--- src/decodePkg.sv ---
`default_nettype none

package decodePkg;

    // Field widths
    localparam int InstrWidth   = 32;
    localparam int OpWidth      = 6;
    localparam int RegAddrWidth = 5;
    localparam int ImmWidth     = 16;
    localparam int AluOpWidth   = 5;

    // One instruction word, read as R-format or I-format fields
    typedef union packed {
        struct packed {
            logic [OpWidth-1:0]      opcode;
            logic [RegAddrWidth-1:0] rs;
            logic [RegAddrWidth-1:0] rt;
            logic [RegAddrWidth-1:0] rd;
            logic [RegAddrWidth-1:0] shamt;
            logic [OpWidth-1:0]      funct;
        } rFormat;
        struct packed {
            logic [OpWidth-1:0]      opcode;
            logic [RegAddrWidth-1:0] rs;
            logic [RegAddrWidth-1:0] rt;
            logic [ImmWidth-1:0]     imm;
        } iFormat;
    } instrWord_u;

    // Primary opcodes
    localparam logic [OpWidth-1:0] OpTypeR  = 6'h00;
    localparam logic [OpWidth-1:0] OpRegimm = 6'h01;
    localparam logic [OpWidth-1:0] OpJ      = 6'h02;
    localparam logic [OpWidth-1:0] OpJal    = 6'h03;
    localparam logic [OpWidth-1:0] OpBeq    = 6'h04;
    localparam logic [OpWidth-1:0] OpBne    = 6'h05;
    localparam logic [OpWidth-1:0] OpBlez   = 6'h06;
    localparam logic [OpWidth-1:0] OpBgtz   = 6'h07;
    localparam logic [OpWidth-1:0] OpAddi   = 6'h08;
    localparam logic [OpWidth-1:0] OpAddiu  = 6'h09;
    localparam logic [OpWidth-1:0] OpSlti   = 6'h0a;
    localparam logic [OpWidth-1:0] OpSltiu  = 6'h0b;
    localparam logic [OpWidth-1:0] OpAndi   = 6'h0c;
    localparam logic [OpWidth-1:0] OpOri    = 6'h0d;
    localparam logic [OpWidth-1:0] OpXori   = 6'h0e;
    localparam logic [OpWidth-1:0] OpLui    = 6'h0f;
    localparam logic [OpWidth-1:0] OpLb     = 6'h20;
    localparam logic [OpWidth-1:0] OpLh     = 6'h21;
    localparam logic [OpWidth-1:0] OpLw     = 6'h23;
    localparam logic [OpWidth-1:0] OpLbu    = 6'h24;
    localparam logic [OpWidth-1:0] OpLhu    = 6'h25;
    localparam logic [OpWidth-1:0] OpSb     = 6'h28;
    localparam logic [OpWidth-1:0] OpSh     = 6'h29;
    localparam logic [OpWidth-1:0] OpSw     = 6'h2b;

    // R-type function codes
    localparam logic [OpWidth-1:0] FunctSll  = 6'h00;
    localparam logic [OpWidth-1:0] FunctSrl  = 6'h02;
    localparam logic [OpWidth-1:0] FunctSra  = 6'h03;
    localparam logic [OpWidth-1:0] FunctJr   = 6'h08;
    localparam logic [OpWidth-1:0] FunctJalr = 6'h09;
    localparam logic [OpWidth-1:0] FunctAdd  = 6'h20;
    localparam logic [OpWidth-1:0] FunctAddu = 6'h21;
    localparam logic [OpWidth-1:0] FunctSub  = 6'h22;
    localparam logic [OpWidth-1:0] FunctSubu = 6'h23;
    localparam logic [OpWidth-1:0] FunctAnd  = 6'h24;
    localparam logic [OpWidth-1:0] FunctOr   = 6'h25;
    localparam logic [OpWidth-1:0] FunctXor  = 6'h26;
    localparam logic [OpWidth-1:0] FunctNor  = 6'h27;
    localparam logic [OpWidth-1:0] FunctSlt  = 6'h2a;
    localparam logic [OpWidth-1:0] FunctSltu = 6'h2b;

    // Regimm rt field
    localparam logic [RegAddrWidth-1:0] RtBltz = 5'h00;
    localparam logic [RegAddrWidth-1:0] RtBgez = 5'h01;

    // ALU operations
    localparam logic [AluOpWidth-1:0] AluAdd  = 5'd0;
    localparam logic [AluOpWidth-1:0] AluAddu = 5'd1;
    localparam logic [AluOpWidth-1:0] AluSub  = 5'd2;
    localparam logic [AluOpWidth-1:0] AluSubu = 5'd3;
    localparam logic [AluOpWidth-1:0] AluAnd  = 5'd4;
    localparam logic [AluOpWidth-1:0] AluOr   = 5'd5;
    localparam logic [AluOpWidth-1:0] AluXor  = 5'd6;
    localparam logic [AluOpWidth-1:0] AluNor  = 5'd7;
    localparam logic [AluOpWidth-1:0] AluSlt  = 5'd8;
    localparam logic [AluOpWidth-1:0] AluSltu = 5'd9;
    localparam logic [AluOpWidth-1:0] AluSll  = 5'd10;
    localparam logic [AluOpWidth-1:0] AluSrl  = 5'd11;
    localparam logic [AluOpWidth-1:0] AluSra  = 5'd12;
    // Shift immediate left by 16, for lui
    localparam logic [AluOpWidth-1:0] AluSllc = 5'd13;

    // Next-PC source
    localparam logic [1:0] PcSeq     = 2'd0;
    localparam logic [1:0] PcJumpReg = 2'd1;
    localparam logic [1:0] PcBranch  = 2'd2;
    localparam logic [1:0] PcJumpImm = 2'd3;

endpackage

`default_nettype wire

--- src/ctrlIf.sv ---
`timescale 1ns/1ps
`default_nettype none

interface ctrlIf;
    // Datapath controls
    logic regWrite;
    logic memToReg;
    logic memRead;
    logic memWrite;
    logic memByte;
    logic memHalf;
    logic memSignExtend;
    logic aluSrcImm;
    logic regDst;
    logic link;
    logic signExtend;
    // Control-flow class
    logic branch;
    logic jumpImm;
    logic jumpReg;
    logic reserved;
    logic [decodePkg::AluOpWidth-1:0] aluOp;

    modport decode (
        output regWrite, memToReg, memRead, memWrite, memByte, memHalf, memSignExtend,
        output aluSrcImm, regDst, link, signExtend, branch, jumpImm, jumpReg, reserved
    );
    modport alu (output aluOp);
    modport resolve (input branch, jumpImm, jumpReg);
    modport stage (
        input regWrite, memToReg, memRead, memWrite, memByte, memHalf, memSignExtend,
        input aluSrcImm, regDst, link, signExtend, branch, jumpImm, jumpReg, reserved,
        input aluOp
    );
endinterface

`default_nettype wire

--- src/opcodeDecoder.sv ---
`timescale 1ns/1ps
`default_nettype none

module opcodeDecoder (
    input  decodePkg::instrWord_u instr,
    ctrlIf.decode                 ctrl
);

    logic [decodePkg::OpWidth-1:0] opcode;
    logic unknown;

    assign opcode = instr.iFormat.opcode;

    always_comb begin
        ctrl.regWrite      = 1'b0;
        ctrl.memToReg      = 1'b0;
        ctrl.memRead       = 1'b0;
        ctrl.memWrite      = 1'b0;
        ctrl.memByte       = 1'b0;
        ctrl.memHalf       = 1'b0;
        ctrl.memSignExtend = 1'b0;
        ctrl.aluSrcImm     = 1'b0;
        ctrl.regDst        = 1'b0;
        ctrl.link          = 1'b0;
        ctrl.branch        = 1'b0;
        ctrl.jumpImm       = 1'b0;
        ctrl.jumpReg       = 1'b0;
        unknown            = 1'b0;

        case (opcode)
            decodePkg::OpTypeR: begin
                case (instr.rFormat.funct)
                    decodePkg::FunctJr: begin
                        ctrl.jumpReg = 1'b1;
                    end
                    // Return address goes to rd
                    decodePkg::FunctJalr: begin
                        ctrl.jumpReg  = 1'b1;
                        ctrl.link     = 1'b1;
                        ctrl.regWrite = 1'b1;
                        ctrl.regDst   = 1'b1;
                    end
                    decodePkg::FunctSll, decodePkg::FunctSrl, decodePkg::FunctSra,
                    decodePkg::FunctAdd, decodePkg::FunctAddu, decodePkg::FunctSub,
                    decodePkg::FunctSubu, decodePkg::FunctAnd, decodePkg::FunctOr,
                    decodePkg::FunctXor, decodePkg::FunctNor, decodePkg::FunctSlt,
                    decodePkg::FunctSltu: begin
                        ctrl.regWrite = 1'b1;
                        ctrl.regDst   = 1'b1;
                    end
                    default: unknown = 1'b1;
                endcase
            end
            // Only bltz and bgez are kept from the regimm group
            decodePkg::OpRegimm: begin
                if (instr.iFormat.rt == decodePkg::RtBltz ||
                    instr.iFormat.rt == decodePkg::RtBgez) begin
                    ctrl.branch = 1'b1;
                end else begin
                    unknown = 1'b1;
                end
            end
            decodePkg::OpBeq, decodePkg::OpBne, decodePkg::OpBlez, decodePkg::OpBgtz: begin
                ctrl.branch = 1'b1;
            end
            decodePkg::OpJ: begin
                ctrl.jumpImm = 1'b1;
            end
            // Link register r31 selected downstream by link
            decodePkg::OpJal: begin
                ctrl.jumpImm  = 1'b1;
                ctrl.link     = 1'b1;
                ctrl.regWrite = 1'b1;
            end
            decodePkg::OpAddi, decodePkg::OpAddiu, decodePkg::OpSlti, decodePkg::OpSltiu,
            decodePkg::OpAndi, decodePkg::OpOri, decodePkg::OpXori, decodePkg::OpLui: begin
                ctrl.regWrite  = 1'b1;
                ctrl.aluSrcImm = 1'b1;
            end
            decodePkg::OpLb, decodePkg::OpLh, decodePkg::OpLw, decodePkg::OpLbu,
            decodePkg::OpLhu: begin
                ctrl.regWrite      = 1'b1;
                ctrl.memRead       = 1'b1;
                ctrl.memToReg      = 1'b1;
                ctrl.aluSrcImm     = 1'b1;
                ctrl.memByte       = (opcode == decodePkg::OpLb) || (opcode == decodePkg::OpLbu);
                ctrl.memHalf       = (opcode == decodePkg::OpLh) || (opcode == decodePkg::OpLhu);
                ctrl.memSignExtend = (opcode == decodePkg::OpLb) || (opcode == decodePkg::OpLh);
            end
            decodePkg::OpSb, decodePkg::OpSh, decodePkg::OpSw: begin
                ctrl.memWrite  = 1'b1;
                ctrl.aluSrcImm = 1'b1;
                ctrl.memByte   = (opcode == decodePkg::OpSb);
                ctrl.memHalf   = (opcode == decodePkg::OpSh);
            end
            default: unknown = 1'b1;
        endcase

        // Logical immediates and lui take a zero-extended immediate
        ctrl.signExtend = !unknown && !(opcode inside {decodePkg::OpAndi, decodePkg::OpOri,
                                                        decodePkg::OpXori, decodePkg::OpLui});
        ctrl.reserved   = unknown;
    end

endmodule

`default_nettype wire

--- src/aluOpDecoder.sv ---
`timescale 1ns/1ps
`default_nettype none

module aluOpDecoder (
    input  decodePkg::instrWord_u instr,
    ctrlIf.alu                    ctrl
);

    always_comb begin
        // Addu for everything that only needs an address or nothing at all
        ctrl.aluOp = decodePkg::AluAddu;
        case (instr.iFormat.opcode)
            decodePkg::OpTypeR: begin
                case (instr.rFormat.funct)
                    decodePkg::FunctSll:  ctrl.aluOp = decodePkg::AluSll;
                    decodePkg::FunctSrl:  ctrl.aluOp = decodePkg::AluSrl;
                    decodePkg::FunctSra:  ctrl.aluOp = decodePkg::AluSra;
                    decodePkg::FunctAdd:  ctrl.aluOp = decodePkg::AluAdd;
                    decodePkg::FunctAddu: ctrl.aluOp = decodePkg::AluAddu;
                    decodePkg::FunctSub:  ctrl.aluOp = decodePkg::AluSub;
                    decodePkg::FunctSubu: ctrl.aluOp = decodePkg::AluSubu;
                    decodePkg::FunctAnd:  ctrl.aluOp = decodePkg::AluAnd;
                    decodePkg::FunctOr:   ctrl.aluOp = decodePkg::AluOr;
                    decodePkg::FunctXor:  ctrl.aluOp = decodePkg::AluXor;
                    decodePkg::FunctNor:  ctrl.aluOp = decodePkg::AluNor;
                    decodePkg::FunctSlt:  ctrl.aluOp = decodePkg::AluSlt;
                    decodePkg::FunctSltu: ctrl.aluOp = decodePkg::AluSltu;
                    // jr, jalr and unknown funct codes
                    default:              ctrl.aluOp = decodePkg::AluAddu;
                endcase
            end
            decodePkg::OpAddi:  ctrl.aluOp = decodePkg::AluAdd;
            decodePkg::OpAddiu: ctrl.aluOp = decodePkg::AluAddu;
            decodePkg::OpSlti:  ctrl.aluOp = decodePkg::AluSlt;
            decodePkg::OpSltiu: ctrl.aluOp = decodePkg::AluSltu;
            decodePkg::OpAndi:  ctrl.aluOp = decodePkg::AluAnd;
            decodePkg::OpOri:   ctrl.aluOp = decodePkg::AluOr;
            decodePkg::OpXori:  ctrl.aluOp = decodePkg::AluXor;
            decodePkg::OpLui:   ctrl.aluOp = decodePkg::AluSllc;
            default:            ctrl.aluOp = decodePkg::AluAddu;
        endcase
    end

endmodule

`default_nettype wire

--- src/branchResolver.sv ---
`timescale 1ns/1ps
`default_nettype none

module branchResolver (
    input  decodePkg::instrWord_u instr,
    input  logic                  cmpEq,
    input  logic                  cmpGz,
    input  logic                  cmpGez,
    input  logic                  cmpLz,
    input  logic                  cmpLez,
    ctrlIf.resolve                ctrl,
    output logic [1:0]            pcSrc,
    output logic                  nextIsDelay
);

    logic taken;

    // Condition per branch opcode, regimm picks by rt bit 0
    always_comb begin
        case (instr.iFormat.opcode)
            decodePkg::OpBeq:  taken = cmpEq;
            decodePkg::OpBne:  taken = !cmpEq;
            decodePkg::OpBgtz: taken = cmpGz;
            decodePkg::OpBlez: taken = cmpLez;
            default:           taken = instr.iFormat.rt[0] ? cmpGez : cmpLz;
        endcase
    end

    always_comb begin
        if (ctrl.jumpReg) begin
            pcSrc = decodePkg::PcJumpReg;
        end else if (ctrl.jumpImm) begin
            pcSrc = decodePkg::PcJumpImm;
        end else if (ctrl.branch && taken) begin
            pcSrc = decodePkg::PcBranch;
        end else begin
            pcSrc = decodePkg::PcSeq;
        end
    end

    // Delay slot always executes, taken or not
    assign nextIsDelay = ctrl.branch || ctrl.jumpImm || ctrl.jumpReg;

endmodule

`default_nettype wire

--- src/controlPipeReg.sv ---
`timescale 1ns/1ps
`default_nettype none

module controlPipeReg (
    input  logic                             clock,
    input  logic                             rstN,
    input  logic                             instrValid,
    input  logic                             stall,
    ctrlIf.stage                             ctrl,
    input  logic [1:0]                       pcSrcIn,
    input  logic                             nextIsDelayIn,
    output logic                             ctrlValid,
    output logic                             regWrite,
    output logic                             memToReg,
    output logic                             memRead,
    output logic                             memWrite,
    output logic                             memByte,
    output logic                             memHalf,
    output logic                             memSignExtend,
    output logic                             aluSrcImm,
    output logic                             regDst,
    output logic                             link,
    output logic                             signExtend,
    output logic                             reservedInstr,
    output logic                             nextIsDelay,
    output logic [decodePkg::AluOpWidth-1:0] aluOp,
    output logic [1:0]                       pcSrc
);

    logic        accept;
    logic [13:0] flagsQ;

    assign accept = instrValid && !stall;

    // Bubble is all flags low, Addu and sequential PC
    always_ff @(posedge clock or negedge rstN) begin
        if (!rstN) begin
            flagsQ <= '0;
            aluOp  <= decodePkg::AluAddu;
            pcSrc  <= decodePkg::PcSeq;
        end else if (accept) begin
            flagsQ <= {1'b1, ctrl.regWrite, ctrl.memToReg, ctrl.memRead, ctrl.memWrite,
                       ctrl.memByte, ctrl.memHalf, ctrl.memSignExtend, ctrl.aluSrcImm,
                       ctrl.regDst, ctrl.link, ctrl.signExtend, ctrl.reserved, nextIsDelayIn};
            aluOp  <= ctrl.aluOp;
            pcSrc  <= pcSrcIn;
        end else begin
            flagsQ <= '0;
            aluOp  <= decodePkg::AluAddu;
            pcSrc  <= decodePkg::PcSeq;
        end
    end

    assign {ctrlValid, regWrite, memToReg, memRead, memWrite, memByte, memHalf, memSignExtend,
            aluSrcImm, regDst, link, signExtend, reservedInstr, nextIsDelay} = flagsQ;

    // Decoder encodings as seen after the stage register
    memExclusive: assert property (@(posedge clock) disable iff (!rstN)
        !(memRead && memWrite));

    reservedQuiet: assert property (@(posedge clock) disable iff (!rstN)
        reservedInstr |-> !regWrite && !memRead && !memWrite);

    linkWrites: assert property (@(posedge clock) disable iff (!rstN)
        link |-> regWrite);

endmodule

`default_nettype wire

--- src/mipsDecodeTop.sv ---
`timescale 1ns/1ps
`default_nettype none

module mipsDecodeTop (
    input  logic                             clock,
    input  logic                             rstN,
    input  logic                             instrValid,
    input  logic                             stall,
    input  logic [decodePkg::InstrWidth-1:0] instr,
    input  logic                             cmpEq,
    input  logic                             cmpGz,
    input  logic                             cmpGez,
    input  logic                             cmpLz,
    input  logic                             cmpLez,
    output logic                             ctrlValid,
    output logic                             regWrite,
    output logic                             memToReg,
    output logic                             memRead,
    output logic                             memWrite,
    output logic                             memByte,
    output logic                             memHalf,
    output logic                             memSignExtend,
    output logic                             aluSrcImm,
    output logic                             regDst,
    output logic                             link,
    output logic                             signExtend,
    output logic                             reservedInstr,
    output logic                             nextIsDelay,
    output logic [decodePkg::AluOpWidth-1:0] aluOp,
    output logic [1:0]                       pcSrc
);

    decodePkg::instrWord_u instrWord;
    logic [1:0]            pcSrcD;
    logic                  nextIsDelayD;

    assign instrWord = decodePkg::instrWord_u'(instr);

    ctrlIf ctrl ();

    opcodeDecoder i_opcodeDecoder (
        .instr (instrWord),
        .ctrl  (ctrl.decode)
    );

    aluOpDecoder i_aluOpDecoder (
        .instr (instrWord),
        .ctrl  (ctrl.alu)
    );

    branchResolver i_branchResolver (
        .instr       (instrWord),
        .cmpEq       (cmpEq),
        .cmpGz       (cmpGz),
        .cmpGez      (cmpGez),
        .cmpLz       (cmpLz),
        .cmpLez      (cmpLez),
        .ctrl        (ctrl.resolve),
        .pcSrc       (pcSrcD),
        .nextIsDelay (nextIsDelayD)
    );

    // ID/EX boundary
    controlPipeReg i_controlPipeReg (
        .clock         (clock),
        .rstN          (rstN),
        .instrValid    (instrValid),
        .stall         (stall),
        .ctrl          (ctrl.stage),
        .pcSrcIn       (pcSrcD),
        .nextIsDelayIn (nextIsDelayD),
        .ctrlValid     (ctrlValid),
        .regWrite      (regWrite),
        .memToReg      (memToReg),
        .memRead       (memRead),
        .memWrite      (memWrite),
        .memByte       (memByte),
        .memHalf       (memHalf),
        .memSignExtend (memSignExtend),
        .aluSrcImm     (aluSrcImm),
        .regDst        (regDst),
        .link          (link),
        .signExtend    (signExtend),
        .reservedInstr (reservedInstr),
        .nextIsDelay   (nextIsDelay),
        .aluOp         (aluOp),
        .pcSrc         (pcSrc)
    );

endmodule

`default_nettype wire

--- config.mk ---
export PLATFORM = sky130hd
export DESIGN_NAME = mipsDecodeTop
export DESIGN_NICKNAME = d
export VERILOG_FILES = /design/src/decodePkg.sv /design/src/ctrlIf.sv /design/src/opcodeDecoder.sv /design/src/aluOpDecoder.sv /design/src/branchResolver.sv /design/src/controlPipeReg.sv /design/src/mipsDecodeTop.sv
export SDC_FILE = /design/constraint.sdc
export NUM_CORES = 1
export LEC_CHECK = 0
export ABC_AREA = 1
export BUFFER_PORTS_ARGS = -buffer_cell sky130_fd_sc_hd__buf_2
export CORE_ASPECT_RATIO = 1.4
export CORE_MARGIN = 4
export CORE_UTILIZATION = 50
export CTS_CLUSTER_SIZE = 20
export DETAILED_ROUTE_END_ITERATION = 10
export PLACE_DENSITY_LB_ADDON = 0.25
export SLEW_MARGIN = 30
export SYNTH_ARGS = -nofsm -noshare
export SYNTH_HDL_FRONTEND = slang
export SYNTH_SLANG_ARGS = --single-unit
--- constraint.sdc ---
create_clock -name clock -period 1.6 [get_ports clock]
set_clock_uncertainty 0.2 [all_clocks]
set_input_delay 0.16 -clock clock [delete_from_list [all_inputs] [get_ports clock]]
set_output_delay 0.16 -clock clock [all_outputs]
set_load 0.05 [all_outputs]
==> results summary <==
The highest achievable clock rate is about 0.66 GHz. The worst path setup slack after routing came out at about 0.085 ns. The clock tree buffer depth came out at 2.

A synthesized cell averages a little over 7 µm². The xor/xnor cell area share of the yosys netlist came out at 0%. The total clock sinks is 19. By area, the combinational part of the netlist is dominated by simple AND/OR/NAND/NOR gates.

The worst min-delay path category is primary input to register. The final number of max-transition violations came out at 0. The sequential share of power is between 50% and 60%. The setup TNS came out at 0 ns. Once layout is complete, the cells apart from fillers number around 280.

Along the worst path, the maximum fanout reaches 6. Summed over all instances, the cell type with the most area after synthesis is sky130_fd_sc_hd__dfrtp_1. The fraction of synthesis flops using an asynchronous set or reset pin came out at 100%. The stage delay of the slowest cell on the critical path is roughly 0.57 ns. The share of power burned in combinational logic came out at between 20% and 30%. Overall power consumption after layout is estimated at between 0.0009 and 0.001 W. The die is roughly 70 µm tall. The flow ran to the end, and the final reports show no timing, DRC or antenna violations.

The number of top-level design ports is between 60 and 70. The library cell with the highest instance count after synthesis is sky130_fd_sc_hd__nand2_1. The simple logic cell fraction of the synthesized area came out at around two fifths. For this run, the register share of the synthesized area comes to 35.7%. The residual antenna-violating net count after detailed routing came out at 0. In this run the most critical hold path is launched from instrValid.

The total net switching power came out at ~0.0003 W. The endpoint of the worst hold-timing path is i_controlPipeReg.flagsQ[1]$_DFF_PN0_. The number of synthesis warnings is 0. The startpoint kind of the worst setup timing path is a primary input. The clock share of power came out at about 23%. The compound-gate portion of the synthesized area came out at 7.04%. CTS placed an instance of sky130_fd_sc_hd__clkbuf_4 at the clock tree root.

The final core utilization came out at between 60 and 70%. Detailed placement finished with a half-perimeter wire length of 2530 µm. Data on the critical path is required at its endpoint by between 1.5 and 2 ns. The worst setup path is captured at a register. The arrival time of data at the critical path endpoint is about 1.6 ns. The detailed router's first-iteration violation count came out at 45. The number of placed instances with taps included came out at 268. The critical path goes through dlygate4sd3_1, buf_2, nor2_4, dlygate4sd3_1.

The total vias in the final route came out at between 1k and 1.5k. The number of buffers inserted by port buffering is 45. The largest individual stage delay along the critical path comes from the cell sky130_fd_sc_hd__dlygate4sd3_1.

The level count of the clock H-tree came out at 1. The number of buffers created by CTS came out at 3. For this run, the leading register cell type out of synthesis is sky130_fd_sc_hd__dfrtp_1. For this configuration, the core starts out at a cell density of 54.0%. The number of vias per cell came out at 5.01. For this design the static power due to leakage is ~0.94 nW. The total overflow left after global routing is 0. The setup fix buffers added after clock tree synthesis came out at 0.

Synthesis instantiated 27 different standard cells from the library. The arithmetic-cell share of the synthesized area counting full adders, half adders and majority gates came out at under 10%. The placer's final routability congestion estimate came out at 0.868. The pin count of the biggest net entering global routing came out at 20. The worst path uses 94.7% of the clock period. The number of cells on the worst hold path is 5. The flip-flop and latch count after synthesis came out at 19. The count of flip-flops with a built-in enable after synthesis is 0. The fraction of synthesized cell area taken by the top area cell type is approximately a third. TritonCTS built the clock tree. The number of nets in the synthesized netlist came out at 235. The category of the critical setup timing path is primary input to register. The chip width came out at ~52 µm. The first-pass iteration count of the detailed router came out at 4.

The final routed DRC violation total is 0. The wire length of the first global-routing pass is 5690 µm. The worst ir drop on vdd is between 0.0002 and 0.0003 V. The detail-routed net length per standard cell is approximately 11 µm. The final routed wirelength across all metal layers came out at between 3000 and 4000 µm.

The number of hold violations in the final report came out at 0. The power per cell area is 569 nW/µm². By count the netlist is led by sky130_fd_sc_hd__nand2_1 (32), sky130_fd_sc_hd__nor2_1 (29), sky130_fd_sc_hd__inv_1 (27), sky130_fd_sc_hd__nand3_1 (26), sky130_fd_sc_hd__dfrtp_1 (18). Synthesis produced about 190 cells. The number of placement rows came out at 21.

The initial antenna violation count came out at 0. The buffer and inverter count on the worst path is 3. The die covers between 3000 and 4000 µm².

Timing analysis after detailed placement gives a worst setup slack of 0.0523 ns. The fraction of layout instances using a drive strength above 1 came out at approximately 29%. The number of global-route vias before repair is around 1.4k. Broken down by cell family, the worst path's largest delay share belongs to buffers and inverters. The minimum clock period after layout came out at roughly 1.5 ns.

The area of the core came out at 2470 µm². The switching part of the total power came out at between 30% and 40%. The post-synthesis cell area came out at 1330 µm².

Clock-pin slew was measured on the worst setup and hold paths at ~0.090 ns. The net count of the finished layout is between 200 and 300. Setup violations remaining at the end of the flow were counted as 0. The area growth from synthesis to final layout is 27.8%. Cell internal power was estimated by the tool at ~0.00067 W. Counting stages on the worst path, the most repeated cell is sky130_fd_sc_hd__dlygate4sd3_1. Multiplexer cells account for less than 1% of the synthesized area. The number of diodes added for antenna fixing came out at 0. Sorting the synthesized cells by area gives the leading types as sky130_fd_sc_hd__dfrtp_1 (34%), sky130_fd_sc_hd__nand3_1 (9.8%), sky130_fd_sc_hd__nand2_1 (9.0%).

The aggregate global-route resource usage came out at around a fifth. The max-cap violation count is 0.
==> area by class of cell <==
type / count / area, µm²
fill: 237 / 766
multi-input combinational: 137 / 728
sequential: 19 / 477
timing repair buffer: 55 / 318
inverter: 30 / 113
tap: 34 / 42.5
clock buffer: 4 / 26.3
==> power by group through the flow <==
stage / Combinational [W] / Clock, W / Sequential (W)
floorplan: 0.000120 / 0 / 0.000533
global placement: 0.000239 / 0 / 0.000500
detailed placement: 0.000242 / 0 / 0.000500
CTS: 0.000255 / 0.000230 / 0.000491
global route: 0.000288 / 0.000264 / 0.000492
finish: 0.000257 / 0.000221 / 0.000491
==> cells by family after synthesis <==
family                     after synthesis
AOI/OAI and AO/OA                       16
adders and majority gates                5
buffers and inverters                   33
DFF                                     19
muxes                                    1
other                                    1
and+or+nand+nor                        114
==> routing by layer <==
layer | track usage [%] | vias up | share of wire [%]
met2 | 33.1 | 72 | 50
met3 | 3.02 | 8 | 7.1
met4 | 11.1 | 0 | 2.1
met5 | 0 | - | 0
li1 | - | 723 | -
met1 | 24.4 | 594 | 41
==> registers in the layout, summed over array words and instances, names as in the netlist <==
signal,cells
i_controlPipeReg.aluOp,4
i_controlPipeReg.flagsQ,13
i_controlPipeReg.pcSrc,2
==> worst max-delay path by stage <==
stage	from	end	slack (ns)	cells after the start
2_1_floorplan	instr[0]	i_controlPipeReg.flagsQ[12]$_DFF_PN0_	0.32	10
3_3_place_gp	instr[1]	i_controlPipeReg.flagsQ[12]$_DFF_PN0_	0.08	11
3_5_place_dp	instr[1]	i_controlPipeReg.flagsQ[12]$_DFF_PN0_	0.05	11
4_1_cts	stall	i_controlPipeReg.flagsQ[13]$_DFF_PN0_	0.08	4
5_1_grt	instr[31]	i_controlPipeReg.flagsQ[12]$_DFF_PN0_	-0.02	10
6_report	stall	i_controlPipeReg.flagsQ[13]$_DFF_PN0_	0.08	4
==> cell usage in the layout, fill, tap and decap left out, drive strengths merged, types with 4 or more instances in the layout <==
cell type    count
clkbuf           4
inv             30
o21ai            4
dfrtp           18
nor3             6
nand3           27
nand4            6
nor2            40
ha               5
nand2           34
dlygate4sd3      7
a21oi            7
buf             48
==> repair_timing <==
item,4_1_cts,5_1_grt
endpoints found under the hold margin,26,0
resized for setup,0,1
hold buffers,7,0
endpoints found under the setup margin,0,2
==> worst min-delay path: stages <==
cell	delay, ns
sky130_fd_sc_hd__buf_2	0.09
sky130_fd_sc_hd__inv_1	0.08
sky130_fd_sc_hd__nor2_4	0.05
sky130_fd_sc_hd__nand2_1	0.06
sky130_fd_sc_hd__inv_1	0.03
==> through the flow <==
stage | hold WS [ns] | cell area [µm²]
6_report | 0.00972 | 1700
5_1_grt | 0.0303 | 1700
4_1_cts | 0.00211 | 1700
3_5_place_dp | -0.103 | 1610
3_3_place_gp | -0.107 | 1610
2_1_floorplan | -0.336 | 1330
Note: power is estimated with default switching activity, not from simulation.
